--- src/design/csr_pkg.sv ---
// Shared widths, types and register map of the CSR subsystem.
// Imported by the AXI bridge, the register file, both interfaces and the testbench.

`default_nettype none

package csr_pkg;

   // --------------------
   // Widths
   // --------------------
   localparam int ADDR_WIDTH  = 16;
   localparam int DATA_WIDTH  = 64;
   localparam int ID_WIDTH    = 4;
   localparam int STRB_WIDTH  = DATA_WIDTH / 8;
   localparam int LEN_WIDTH   = 8;
   localparam int SIZE_WIDTH  = 3;
   localparam int BURST_WIDTH = 2;

   typedef logic [ADDR_WIDTH-1:0]  addr_t;
   typedef logic [DATA_WIDTH-1:0]  data_t;
   typedef logic [STRB_WIDTH-1:0]  strb_t;
   typedef logic [ID_WIDTH-1:0]    tid_t;
   typedef logic [LEN_WIDTH-1:0]   axlen_t;
   typedef logic [SIZE_WIDTH-1:0]  axsize_t;
   typedef logic [BURST_WIDTH-1:0] axburst_t;

   // AXI field encodings the bridge accepts
   localparam axsize_t  AXSIZE_4B   = 3'b010;
   localparam axsize_t  AXSIZE_8B   = 3'b011;
   localparam axburst_t BURST_FIXED = 2'b00;

   typedef enum logic [1:0] {
      RESP_OKAY   = 2'b00,
      RESP_EXOKAY = 2'b01,
      RESP_SLVERR = 2'b10,
      RESP_DECERR = 2'b11
   } resp_t;

   typedef enum logic [1:0] {
      FULL64  = 2'b00,
      LOWER32 = 2'b01,
      UPPER32 = 2'b10
   } csr_access_type_t;

   // --------------------
   // Register map
   // --------------------
   localparam addr_t CSR_ID_ADDR       = 16'h0000;
   localparam addr_t CSR_SCRATCH0_ADDR = 16'h0008;
   localparam addr_t CSR_SCRATCH1_ADDR = 16'h0010;
   localparam data_t CSR_ID_VALUE      = 64'h0001_0002_c5a0_0001;

   // Byte lanes covered by each access type
   function automatic strb_t lane_strb(input csr_access_type_t access);
      case (access)
         LOWER32: return 8'h0f;
         UPPER32: return 8'hf0;
         default: return 8'hff;
      endcase
   endfunction

endpackage

`default_nettype wire

--- src/design/axi_mmio_if.sv ---
// AXI-4 MMIO signal bundle between the top level and the CSR bridge.
// The manager modport drives requests, the subordinate modport answers them.

`timescale 1ns/100ps
`default_nettype none

interface axi_mmio_if;
   import csr_pkg::*;

   // Write address, data and response
   logic     awvalid, awready;
   tid_t     awid;
   addr_t    awaddr;
   axlen_t   awlen;
   axsize_t  awsize;
   axburst_t awburst;
   logic     wvalid, wready, wlast;
   data_t    wdata;
   strb_t    wstrb;
   logic     bvalid, bready;
   tid_t     bid;
   resp_t    bresp;

   // Read address and data
   logic     arvalid, arready;
   tid_t     arid;
   addr_t    araddr;
   axlen_t   arlen;
   axsize_t  arsize;
   axburst_t arburst;
   logic     rvalid, rready, rlast;
   tid_t     rid;
   data_t    rdata;
   resp_t    rresp;

   modport manager (
      output awvalid, awid, awaddr, awlen, awsize, awburst, wvalid, wdata, wstrb, wlast,
      output bready, arvalid, arid, araddr, arlen, arsize, arburst, rready,
      input  awready, wready, bvalid, bid, bresp, arready, rvalid, rid, rdata, rresp, rlast
   );

   modport subordinate (
      input  awvalid, awid, awaddr, awlen, awsize, awburst, wvalid, wdata, wstrb, wlast,
      input  bready, arvalid, arid, araddr, arlen, arsize, arburst, rready,
      output awready, wready, bvalid, bid, bresp, arready, rvalid, rid, rdata, rresp, rlast
   );

endinterface

`default_nettype wire

--- src/design/csr_bus_if.sv ---
// CSR strobe bus from the AXI bridge to the register file.
// Write and read are single-cycle strobes, read data returns one cycle later.

`timescale 1ns/100ps
`default_nettype none

interface csr_bus_if;
   import csr_pkg::*;

   logic             csr_write;
   addr_t            waddr;
   csr_access_type_t write_type;
   data_t            wdata;
   strb_t            wstrb;

   logic             csr_read;
   addr_t            raddr;
   logic             read_32b;
   data_t            readdata;
   logic             readdata_valid;

   modport bridge (
      output csr_write, waddr, write_type, wdata, wstrb, csr_read, raddr, read_32b,
      input  readdata, readdata_valid
   );

   modport regfile (
      input  csr_write, waddr, write_type, wdata, wstrb, csr_read, raddr, read_32b,
      output readdata, readdata_valid
   );

endinterface

`default_nettype wire

--- src/design/axi_csr_slave.sv ---
// AXI-4 to CSR bridge for single-beat 4-byte and 8-byte accesses.
// Each accepted request becomes one CSR write or read strobe; illegal
// requests are answered with SLVERR and never reach the register file.

`timescale 1ns/100ps
`default_nettype none

module axi_csr_slave (
   axi_mmio_if.subordinate csr_if,
   csr_bus_if.bridge       csr_bus,
   input wire              clk,
   input wire              rst_n
);
   import csr_pkg::*;

   typedef enum logic [3:0] {
      WR_IDLE = 4'b0001,
      WR_DATA = 4'b0010,
      WR_CSR  = 4'b0100,
      WR_RESP = 4'b1000
   } wr_state_t;

   typedef enum logic [3:0] {
      RD_IDLE = 4'b0001,
      RD_CSR  = 4'b0010,
      RD_WAIT = 4'b0100,
      RD_RESP = 4'b1000
   } rd_state_t;

   // Only fixed bursts of 4 or 8 bytes
   function automatic logic burst_size_err(input axburst_t burst, input axsize_t size);
      return (burst != BURST_FIXED) || !(size == AXSIZE_4B || size == AXSIZE_8B);
   endfunction

   function automatic logic align_err(input addr_t addr, input axsize_t size);
      return (|addr[1:0]) || (size == AXSIZE_8B && addr[2]);
   endfunction

   function automatic csr_access_type_t access_type(input addr_t addr, input axsize_t size);
      if (size == AXSIZE_4B) begin
         return addr[2] ? UPPER32 : LOWER32;
      end
      return FULL64;
   endfunction

   wr_state_t wr_state, wr_state_next;
   rd_state_t rd_state, rd_state_next;

   logic  awready_q, awready_next;
   logic  wready_q, wready_next;
   logic  bvalid_q, bvalid_next;
   logic  csr_write_next;
   logic  aw_xfer, w_xfer, b_xfer;
   tid_t  awid_q;
   logic  aw_burst_err, aw_len_err, aw_addr_err;
   logic  aw_legal;
   logic  wstrb_ok;

   logic  arready_q, arready_next;
   logic  rvalid_q, rvalid_next;
   logic  csr_read_next;
   logic  ar_xfer, r_xfer;
   tid_t  arid_q;
   logic  ar_burst_err_d, ar_len_err_d, ar_addr_err_d;
   logic  ar_burst_err, ar_len_err, ar_addr_err;
   logic  ar_legal;
   data_t rdata_q;

   assign aw_xfer = csr_if.awvalid && awready_q;
   assign w_xfer  = csr_if.wvalid && wready_q;
   assign b_xfer  = bvalid_q && csr_if.bready;
   assign ar_xfer = csr_if.arvalid && arready_q;
   assign r_xfer  = rvalid_q && csr_if.rready;

   assign csr_if.awready = awready_q;
   assign csr_if.wready  = wready_q;
   assign csr_if.bvalid  = bvalid_q;
   assign csr_if.bid     = awid_q;
   assign csr_if.bresp   = aw_legal ? RESP_OKAY : RESP_SLVERR;

   assign csr_if.arready = arready_q;
   assign csr_if.rvalid  = rvalid_q;
   assign csr_if.rlast   = rvalid_q;
   assign csr_if.rid     = arid_q;
   assign csr_if.rdata   = rdata_q;
   assign csr_if.rresp   = ar_legal ? RESP_OKAY : RESP_SLVERR;

   // --------------------
   // Write path
   // --------------------
   assign aw_legal = !(aw_burst_err || aw_len_err || aw_addr_err);
   assign wstrb_ok = (csr_if.wstrb == lane_strb(csr_bus.write_type));

   always_ff @(posedge clk) begin
      if (!rst_n) begin
         wr_state          <= WR_IDLE;
         awready_q         <= 1'b0;
         wready_q          <= 1'b0;
         bvalid_q          <= 1'b0;
         csr_bus.csr_write <= 1'b0;
      end else begin
         wr_state          <= wr_state_next;
         awready_q         <= awready_next;
         wready_q          <= wready_next;
         bvalid_q          <= bvalid_next;
         csr_bus.csr_write <= csr_write_next;
      end
   end

   always_comb begin
      wr_state_next  = wr_state;
      awready_next   = 1'b0;
      wready_next    = 1'b0;
      bvalid_next    = 1'b0;
      csr_write_next = 1'b0;
      case (wr_state)
         WR_IDLE: begin
            if (aw_xfer) begin
               wready_next   = 1'b1;
               wr_state_next = WR_DATA;
            end else begin
               awready_next = 1'b1;
            end
         end
         WR_DATA: begin
            if (w_xfer) begin
               // Strobe mismatch drops the write but not the response
               csr_write_next = aw_legal && wstrb_ok && csr_if.wlast;
               bvalid_next    = 1'b1;
               wr_state_next  = WR_CSR;
            end else begin
               wready_next = 1'b1;
            end
         end
         WR_CSR, WR_RESP: begin
            if (b_xfer) begin
               awready_next  = 1'b1;
               wr_state_next = WR_IDLE;
            end else begin
               bvalid_next   = 1'b1;
               wr_state_next = WR_RESP;
            end
         end
         default: wr_state_next = WR_IDLE;
      endcase
   end

   always_ff @(posedge clk) begin
      if (aw_xfer) begin
         awid_q             <= csr_if.awid;
         csr_bus.waddr      <= csr_if.awaddr;
         csr_bus.write_type <= access_type(csr_if.awaddr, csr_if.awsize);
         aw_burst_err       <= burst_size_err(csr_if.awburst, csr_if.awsize);
         aw_len_err         <= |csr_if.awlen;
         aw_addr_err        <= align_err(csr_if.awaddr, csr_if.awsize);
      end
      if (w_xfer) begin
         csr_bus.wdata <= csr_if.wdata;
         csr_bus.wstrb <= csr_if.wstrb;
      end
   end

   // --------------------
   // Read path
   // --------------------
   assign ar_burst_err_d = burst_size_err(csr_if.arburst, csr_if.arsize);
   assign ar_len_err_d   = |csr_if.arlen;
   assign ar_addr_err_d  = align_err(csr_if.araddr, csr_if.arsize);
   assign ar_legal       = !(ar_burst_err || ar_len_err || ar_addr_err);

   always_ff @(posedge clk) begin
      if (!rst_n) begin
         rd_state         <= RD_IDLE;
         arready_q        <= 1'b0;
         rvalid_q         <= 1'b0;
         csr_bus.csr_read <= 1'b0;
      end else begin
         rd_state         <= rd_state_next;
         arready_q        <= arready_next;
         rvalid_q         <= rvalid_next;
         csr_bus.csr_read <= csr_read_next;
      end
   end

   always_comb begin
      rd_state_next = rd_state;
      arready_next  = 1'b0;
      rvalid_next   = 1'b0;
      csr_read_next = 1'b0;
      case (rd_state)
         RD_IDLE: begin
            if (ar_xfer) begin
               // Read strobe goes out with the checks on the live request
               csr_read_next = !(ar_burst_err_d || ar_len_err_d || ar_addr_err_d);
               rd_state_next = RD_CSR;
            end else begin
               arready_next = 1'b1;
            end
         end
         RD_CSR: begin
            if (ar_legal) begin
               rd_state_next = RD_WAIT;
            end else begin
               rvalid_next   = 1'b1;
               rd_state_next = RD_RESP;
            end
         end
         RD_WAIT: begin
            if (csr_bus.readdata_valid) begin
               rvalid_next   = 1'b1;
               rd_state_next = RD_RESP;
            end
         end
         RD_RESP: begin
            if (r_xfer) begin
               arready_next  = 1'b1;
               rd_state_next = RD_IDLE;
            end else begin
               rvalid_next = 1'b1;
            end
         end
         default: rd_state_next = RD_IDLE;
      endcase
   end

   always_ff @(posedge clk) begin
      if (ar_xfer) begin
         arid_q           <= csr_if.arid;
         csr_bus.raddr    <= csr_if.araddr;
         csr_bus.read_32b <= (csr_if.arsize == AXSIZE_4B);
         ar_burst_err     <= ar_burst_err_d;
         ar_len_err       <= ar_len_err_d;
         ar_addr_err      <= ar_addr_err_d;
      end
      // Illegal read answers with zero data
      if (rd_state == RD_CSR && !ar_legal) begin
         rdata_q <= '0;
      end else if (rd_state == RD_WAIT && csr_bus.readdata_valid) begin
         rdata_q <= csr_bus.readdata;
      end
   end

endmodule

`default_nettype wire

--- src/design/csr_regfile.sv ---
// CSR register file with a read-only ID and two 64-bit scratch registers.
// Writes land in one cycle with byte strobes, reads return one cycle after the strobe.

`timescale 1ns/100ps
`default_nettype none

module csr_regfile (
   input wire          clk,
   input wire          rst_n,
   csr_bus_if.regfile  csr_bus
);
   import csr_pkg::*;

   data_t scratch0;
   data_t scratch1;
   addr_t wsel_addr;
   addr_t rsel_addr;
   data_t rd_value;

   // Byte-wise merge of new data into a register
   function automatic data_t merge_bytes(input data_t cur, input data_t wr_val, input strb_t be);
      data_t result;
      result = cur;
      for (int i = 0; i < STRB_WIDTH; i++) begin
         if (be[i]) begin
            result[i*8 +: 8] = wr_val[i*8 +: 8];
         end
      end
      return result;
   endfunction

   // Registers are 8-byte aligned, bit 2 only picks the lane
   assign wsel_addr = {csr_bus.waddr[ADDR_WIDTH-1:3], 3'b000};
   assign rsel_addr = {csr_bus.raddr[ADDR_WIDTH-1:3], 3'b000};

   // --------------------
   // Write side
   // --------------------
   always_ff @(posedge clk) begin
      if (!rst_n) begin
         scratch0 <= '0;
         scratch1 <= '0;
      end else if (csr_bus.csr_write) begin
         if (wsel_addr == CSR_SCRATCH0_ADDR) begin
            scratch0 <= merge_bytes(scratch0, csr_bus.wdata, csr_bus.wstrb);
         end
         if (wsel_addr == CSR_SCRATCH1_ADDR) begin
            scratch1 <= merge_bytes(scratch1, csr_bus.wdata, csr_bus.wstrb);
         end
      end
   end

   // --------------------
   // Read side
   // --------------------
   always_comb begin
      case (rsel_addr)
         CSR_ID_ADDR:       rd_value = CSR_ID_VALUE;
         CSR_SCRATCH0_ADDR: rd_value = scratch0;
         CSR_SCRATCH1_ADDR: rd_value = scratch1;
         default:           rd_value = '0;
      endcase
      // Lower-lane 32-bit read clears the upper half; upper lane gets the whole word
      if (csr_bus.read_32b && !csr_bus.raddr[2]) begin
         rd_value[DATA_WIDTH-1:DATA_WIDTH/2] = '0;
      end
   end

   always_ff @(posedge clk) begin
      if (!rst_n) begin
         csr_bus.readdata_valid <= 1'b0;
      end else begin
         csr_bus.readdata_valid <= csr_bus.csr_read;
      end
   end

   always_ff @(posedge clk) begin
      if (csr_bus.csr_read) begin
         csr_bus.readdata <= rd_value;
      end
   end

endmodule

`default_nettype wire

--- src/design/csr_subsystem_top.sv ---
// Top level of the CSR subsystem with plain AXI-4 subordinate ports.
// The ports are packed into the MMIO interface that feeds the AXI bridge,
// with the register file behind the bridge.

`timescale 1ns/100ps
`default_nettype none

module csr_subsystem_top (
   input  wire                clk,
   input  wire                rst_n,
   input  wire                awvalid,
   output logic               awready,
   input  wire csr_pkg::tid_t     awid,
   input  wire csr_pkg::addr_t    awaddr,
   input  wire csr_pkg::axlen_t   awlen,
   input  wire csr_pkg::axsize_t  awsize,
   input  wire csr_pkg::axburst_t awburst,
   input  wire                wvalid,
   output logic               wready,
   input  wire csr_pkg::data_t    wdata,
   input  wire csr_pkg::strb_t    wstrb,
   input  wire                wlast,
   output logic               bvalid,
   input  wire                bready,
   output csr_pkg::tid_t      bid,
   output csr_pkg::resp_t     bresp,
   input  wire                arvalid,
   output logic               arready,
   input  wire csr_pkg::tid_t     arid,
   input  wire csr_pkg::addr_t    araddr,
   input  wire csr_pkg::axlen_t   arlen,
   input  wire csr_pkg::axsize_t  arsize,
   input  wire csr_pkg::axburst_t arburst,
   output logic               rvalid,
   input  wire                rready,
   output csr_pkg::tid_t      rid,
   output csr_pkg::data_t     rdata,
   output csr_pkg::resp_t     rresp,
   output logic               rlast
);

   axi_mmio_if mmio_if ();
   csr_bus_if  csr_bus ();

   // Manager side of the bundle comes from the ports
   assign mmio_if.awvalid = awvalid;
   assign mmio_if.awid    = awid;
   assign mmio_if.awaddr  = awaddr;
   assign mmio_if.awlen   = awlen;
   assign mmio_if.awsize  = awsize;
   assign mmio_if.awburst = awburst;
   assign mmio_if.wvalid  = wvalid;
   assign mmio_if.wdata   = wdata;
   assign mmio_if.wstrb   = wstrb;
   assign mmio_if.wlast   = wlast;
   assign mmio_if.bready  = bready;
   assign mmio_if.arvalid = arvalid;
   assign mmio_if.arid    = arid;
   assign mmio_if.araddr  = araddr;
   assign mmio_if.arlen   = arlen;
   assign mmio_if.arsize  = arsize;
   assign mmio_if.arburst = arburst;
   assign mmio_if.rready  = rready;

   assign awready = mmio_if.awready;
   assign wready  = mmio_if.wready;
   assign bvalid  = mmio_if.bvalid;
   assign bid     = mmio_if.bid;
   assign bresp   = mmio_if.bresp;
   assign arready = mmio_if.arready;
   assign rvalid  = mmio_if.rvalid;
   assign rid     = mmio_if.rid;
   assign rdata   = mmio_if.rdata;
   assign rresp   = mmio_if.rresp;
   assign rlast   = mmio_if.rlast;

   axi_csr_slave i_axi_csr_slave (
      .csr_if  (mmio_if.subordinate),
      .csr_bus (csr_bus.bridge),
      .clk     (clk),
      .rst_n   (rst_n)
   );

   csr_regfile i_csr_regfile (
      .clk     (clk),
      .rst_n   (rst_n),
      .csr_bus (csr_bus.regfile)
   );

endmodule

`default_nettype wire

--- config.mk ---
export PLATFORM = sky130hd
export DESIGN_NAME = csr_subsystem_top
export DESIGN_NICKNAME = d
export VERILOG_FILES = /design/src/design/csr_pkg.sv /design/src/design/axi_mmio_if.sv /design/src/design/csr_bus_if.sv /design/src/design/axi_csr_slave.sv /design/src/design/csr_regfile.sv /design/src/design/csr_subsystem_top.sv
export SDC_FILE = /design/constraint.sdc
export NUM_CORES = 1
export LEC_CHECK = 0
export ABC_AREA = 1
export BUFFER_PORTS_ARGS = -buffer_cell sky130_fd_sc_hd__buf_2
export CAP_MARGIN = 20
export CORE_ASPECT_RATIO = 0.75
export CORE_MARGIN = 5
export CORE_UTILIZATION = 55
export DETAILED_ROUTE_END_ITERATION = 8
export PLACE_DENSITY = 0.89
export SLEW_MARGIN = 20
export SYNTH_ARGS = -nofsm -noshare
export SYNTH_HDL_FRONTEND = slang
export SYNTH_HIERARCHICAL = 1
export SYNTH_SLANG_ARGS = --single-unit
--- constraint.sdc ---
create_clock -name clk -period 6.8 [get_ports clk]
set_input_delay 1.02 -clock clk [delete_from_list [all_inputs] [get_ports clk]]
set_output_delay 1.02 -clock clk [all_outputs]
set_load 0.02 [all_outputs]
==> out/results.tsv <==
metric	value	unit
outcome	completed	
fin crit share	52.1	%
Setup CP Type	reg -> reg	
global-route wire length before repair	58200	um
drt drc	0	
Worst-Skew Late Latency	0.53	ns
CTS tree	done	
die width	207	um
warnings from Yosys	6	
final core utilization	63.2	%
setup slack at placement	3.37	ns
number of global-route vias before repair	11300	
Final Setup Violations	0	
post-CTS resize count	0	
Die H	158	um
f_max	282	MHz
share of cells above drive strength 1	21.5	%
GR peak layer	met2	
Via density	5.17	
Placeable Area	0.0289	mm^2
final slew viol count	0	
clk_skew	0.0139	ns
Worst-Margin Slew	1.13	ns
clock slew at the register clock pins of the worst setup and hold paths	0.06	ns
maxcap violations	0	
# hold bufs at CTS	0	
critical path's most frequent cell	nand2_1	
grt ovf	0	
Setup crit start kind	register	
Inst Count DP	2259	
CTS Root Cell	clkbuf_16	
critical-path cell list	or2_1 > nor2_4 > buf_4 > nand2_1 > nand3_1 > nand2_1 > nor2_1	
GP Congestion	0.835	
fill cell count	2270	
Port-buffer cells	225	
Syn Inst Count	1721	
worst path arrival time	3.88	ns
CP max stage delay	0.83	ns
Top Ports	228	
Routed WL	37100	um
Finished Layout Cells	2330	
register area	0.00957	mm^2
# rows	54	
initial antenna violation count	8	
GR Util met3	6.47	%
Initial DRC Count	1261	
remaining antenna violation count	0	
CP max-delay cell	nand2_1	
post-CTS setup buffer count	0	
Vias	12000	
die area	0.0326	mm^2
Fin Setup TNS	0	ns
minimum clock period	3.55	ns
Setup crit end kind	register	
Max VDD drop	0.000188	V
met1 usage	31.1	%
WL/cell	15.9	um
Final Hold Fails	0	
Num CTS Buffers	38	
Max FO, Critical Path	67	
nets	2053	
Setup WS post-layout	3.25	ns
cell area after synthesis	0.0160	mm^2
pwr dens	256	mW/mm^2
area of the multi-input gates	0.00499	mm^2
initial core utilization	55.3	%
RSZ-0062 raised after global routing	no	
syn avg cell area	9.30	um^2
Final HPWL DP	24600	um
critical path required time	7.14	ns
relative slew slack	24.9	%
Min-Delay Path Class	reg -> reg	
All-Layer GR Usage	22.2	%
clock buffer depth	3	
largest net degree at the start of global routing	109	
CTS Sinks	388	
met2 Use GR	33.5	%
Area growth syn-to-layout	14.2	%
worst hold slack	0.459	ns
H-tree Lvls	2	
drt pass-1 iters	5	
Pleak	7.96	nW
## worst paths after layout
kind,startpoint,slack (ns),cells after the start,to
setup / recovery,i_axi_csr_slave/csr_bus.raddr[12],3.25,7,i_csr_regfile/csr_bus.readdata[43]
hold / removal,i_axi_csr_slave/csr_if.rdata[4],0.46,2,i_axi_csr_slave/csr_if.rdata[4]
setup reg to reg,i_axi_csr_slave/csr_bus.raddr[12],3.25,7,i_csr_regfile/csr_bus.readdata[43]
hold reg to reg,i_axi_csr_slave/csr_if.rdata[4],0.46,2,i_axi_csr_slave/csr_if.rdata[4]
## metal layers
layer | wire (um) | up-vias
li1 | - | 5867
met1 | 15600 | 5497
met2 | 16000 | 559
met3 | 4320 | 107
met4 | 1140 | 14
met5 | 74 | -
## cells in the final DEF (no fill, tap or decap), types with 2 or more instances in the layout
| cell | count |
|---|---|
| nor4_1 | 3 |
| nand2_1 | 394 |
| nor2_1 | 333 |
| nor2_2 | 4 |
| nor2_8 | 3 |
| inv_2 | 3 |
| a21oi_1 | 20 |
| buf_2 | 224 |
| clkbuf_1 | 7 |
| edfxtp_1 | 180 |
| o22ai_1 | 25 |
| nand4_1 | 64 |
| inv_6 | 2 |
| diode_2 | 2 |
| nand3_1 | 76 |
| dfxtp_2 | 2 |
| nand3_4 | 15 |
| nand2_2 | 23 |
| clkbuf_8 | 4 |
| conb_1 | 2 |
| clkinv_2 | 11 |
| nand3_2 | 2 |
| buf_4 | 12 |
| nand4_2 | 10 |
| a21oi_2 | 50 |
| o211ai_1 | 7 |
| dfxtp_1 | 206 |
| clkbuf_16 | 42 |
| nor2_4 | 4 |
| inv_1 | 200 |
## final cells by class
cell class	instances	share of cell area (%)
diodes	2	0.0274
clock buffers	53	6.20
clock inverters	16	0.500
inverters	203	4.17
multi-input cells	1039	27.3
flip-flops and latches	388	52.4
well taps	392	2.68
repair buffers	237	6.71
## power breakdown
part	switching (W)	leakage [nW]	internal (W)
clock	0.000877	0.617	0.00117
sequential	0.0000143	3.32	0.00247
combinational	0.0000957	4.03	0.0000459
## per-stage QoR
| stage | power, W | cell area (um^2) |
|---|---|---|
| after floorplan | 0.00261 | 16000 |
| after global placement | 0.00267 | 17000 |
| after detailed placement | 0.00268 | 17000 |
| after CTS | 0.00472 | 18300 |
| after global routing | 0.00483 | 18300 |
| final | 0.00467 | 18300 |
## worst max-delay path: cells and delay by family, from the launching register on
kind	cells	cell delay [ns]
buffers and inverters	1	0.53
and+or+nand+nor	6	2.44
DFF	1	0.37
## flip-flops by register name, indices dropped and copies added (netlist names), 2 cells and up
register	cells
i_csr_regfile/scratch0	64
i_csr_regfile/scratch1	64
i_axi_csr_slave/csr_bus.waddr	13
i_axi_csr_slave/wr_state	4
i_axi_csr_slave/csr_bus.raddr	14
i_axi_csr_slave/csr_bus.write_type	2
i_axi_csr_slave/csr_bus.wdata	64
i_axi_csr_slave/csr_if.rid	4
i_axi_csr_slave/csr_if.rdata	64
i_axi_csr_slave/rd_state	4
i_axi_csr_slave/csr_if.bid	4
i_axi_csr_slave/csr_bus.wstrb	8
i_csr_regfile/csr_bus.readdata	64
Note: power is estimated with default switching activity, not from simulation.
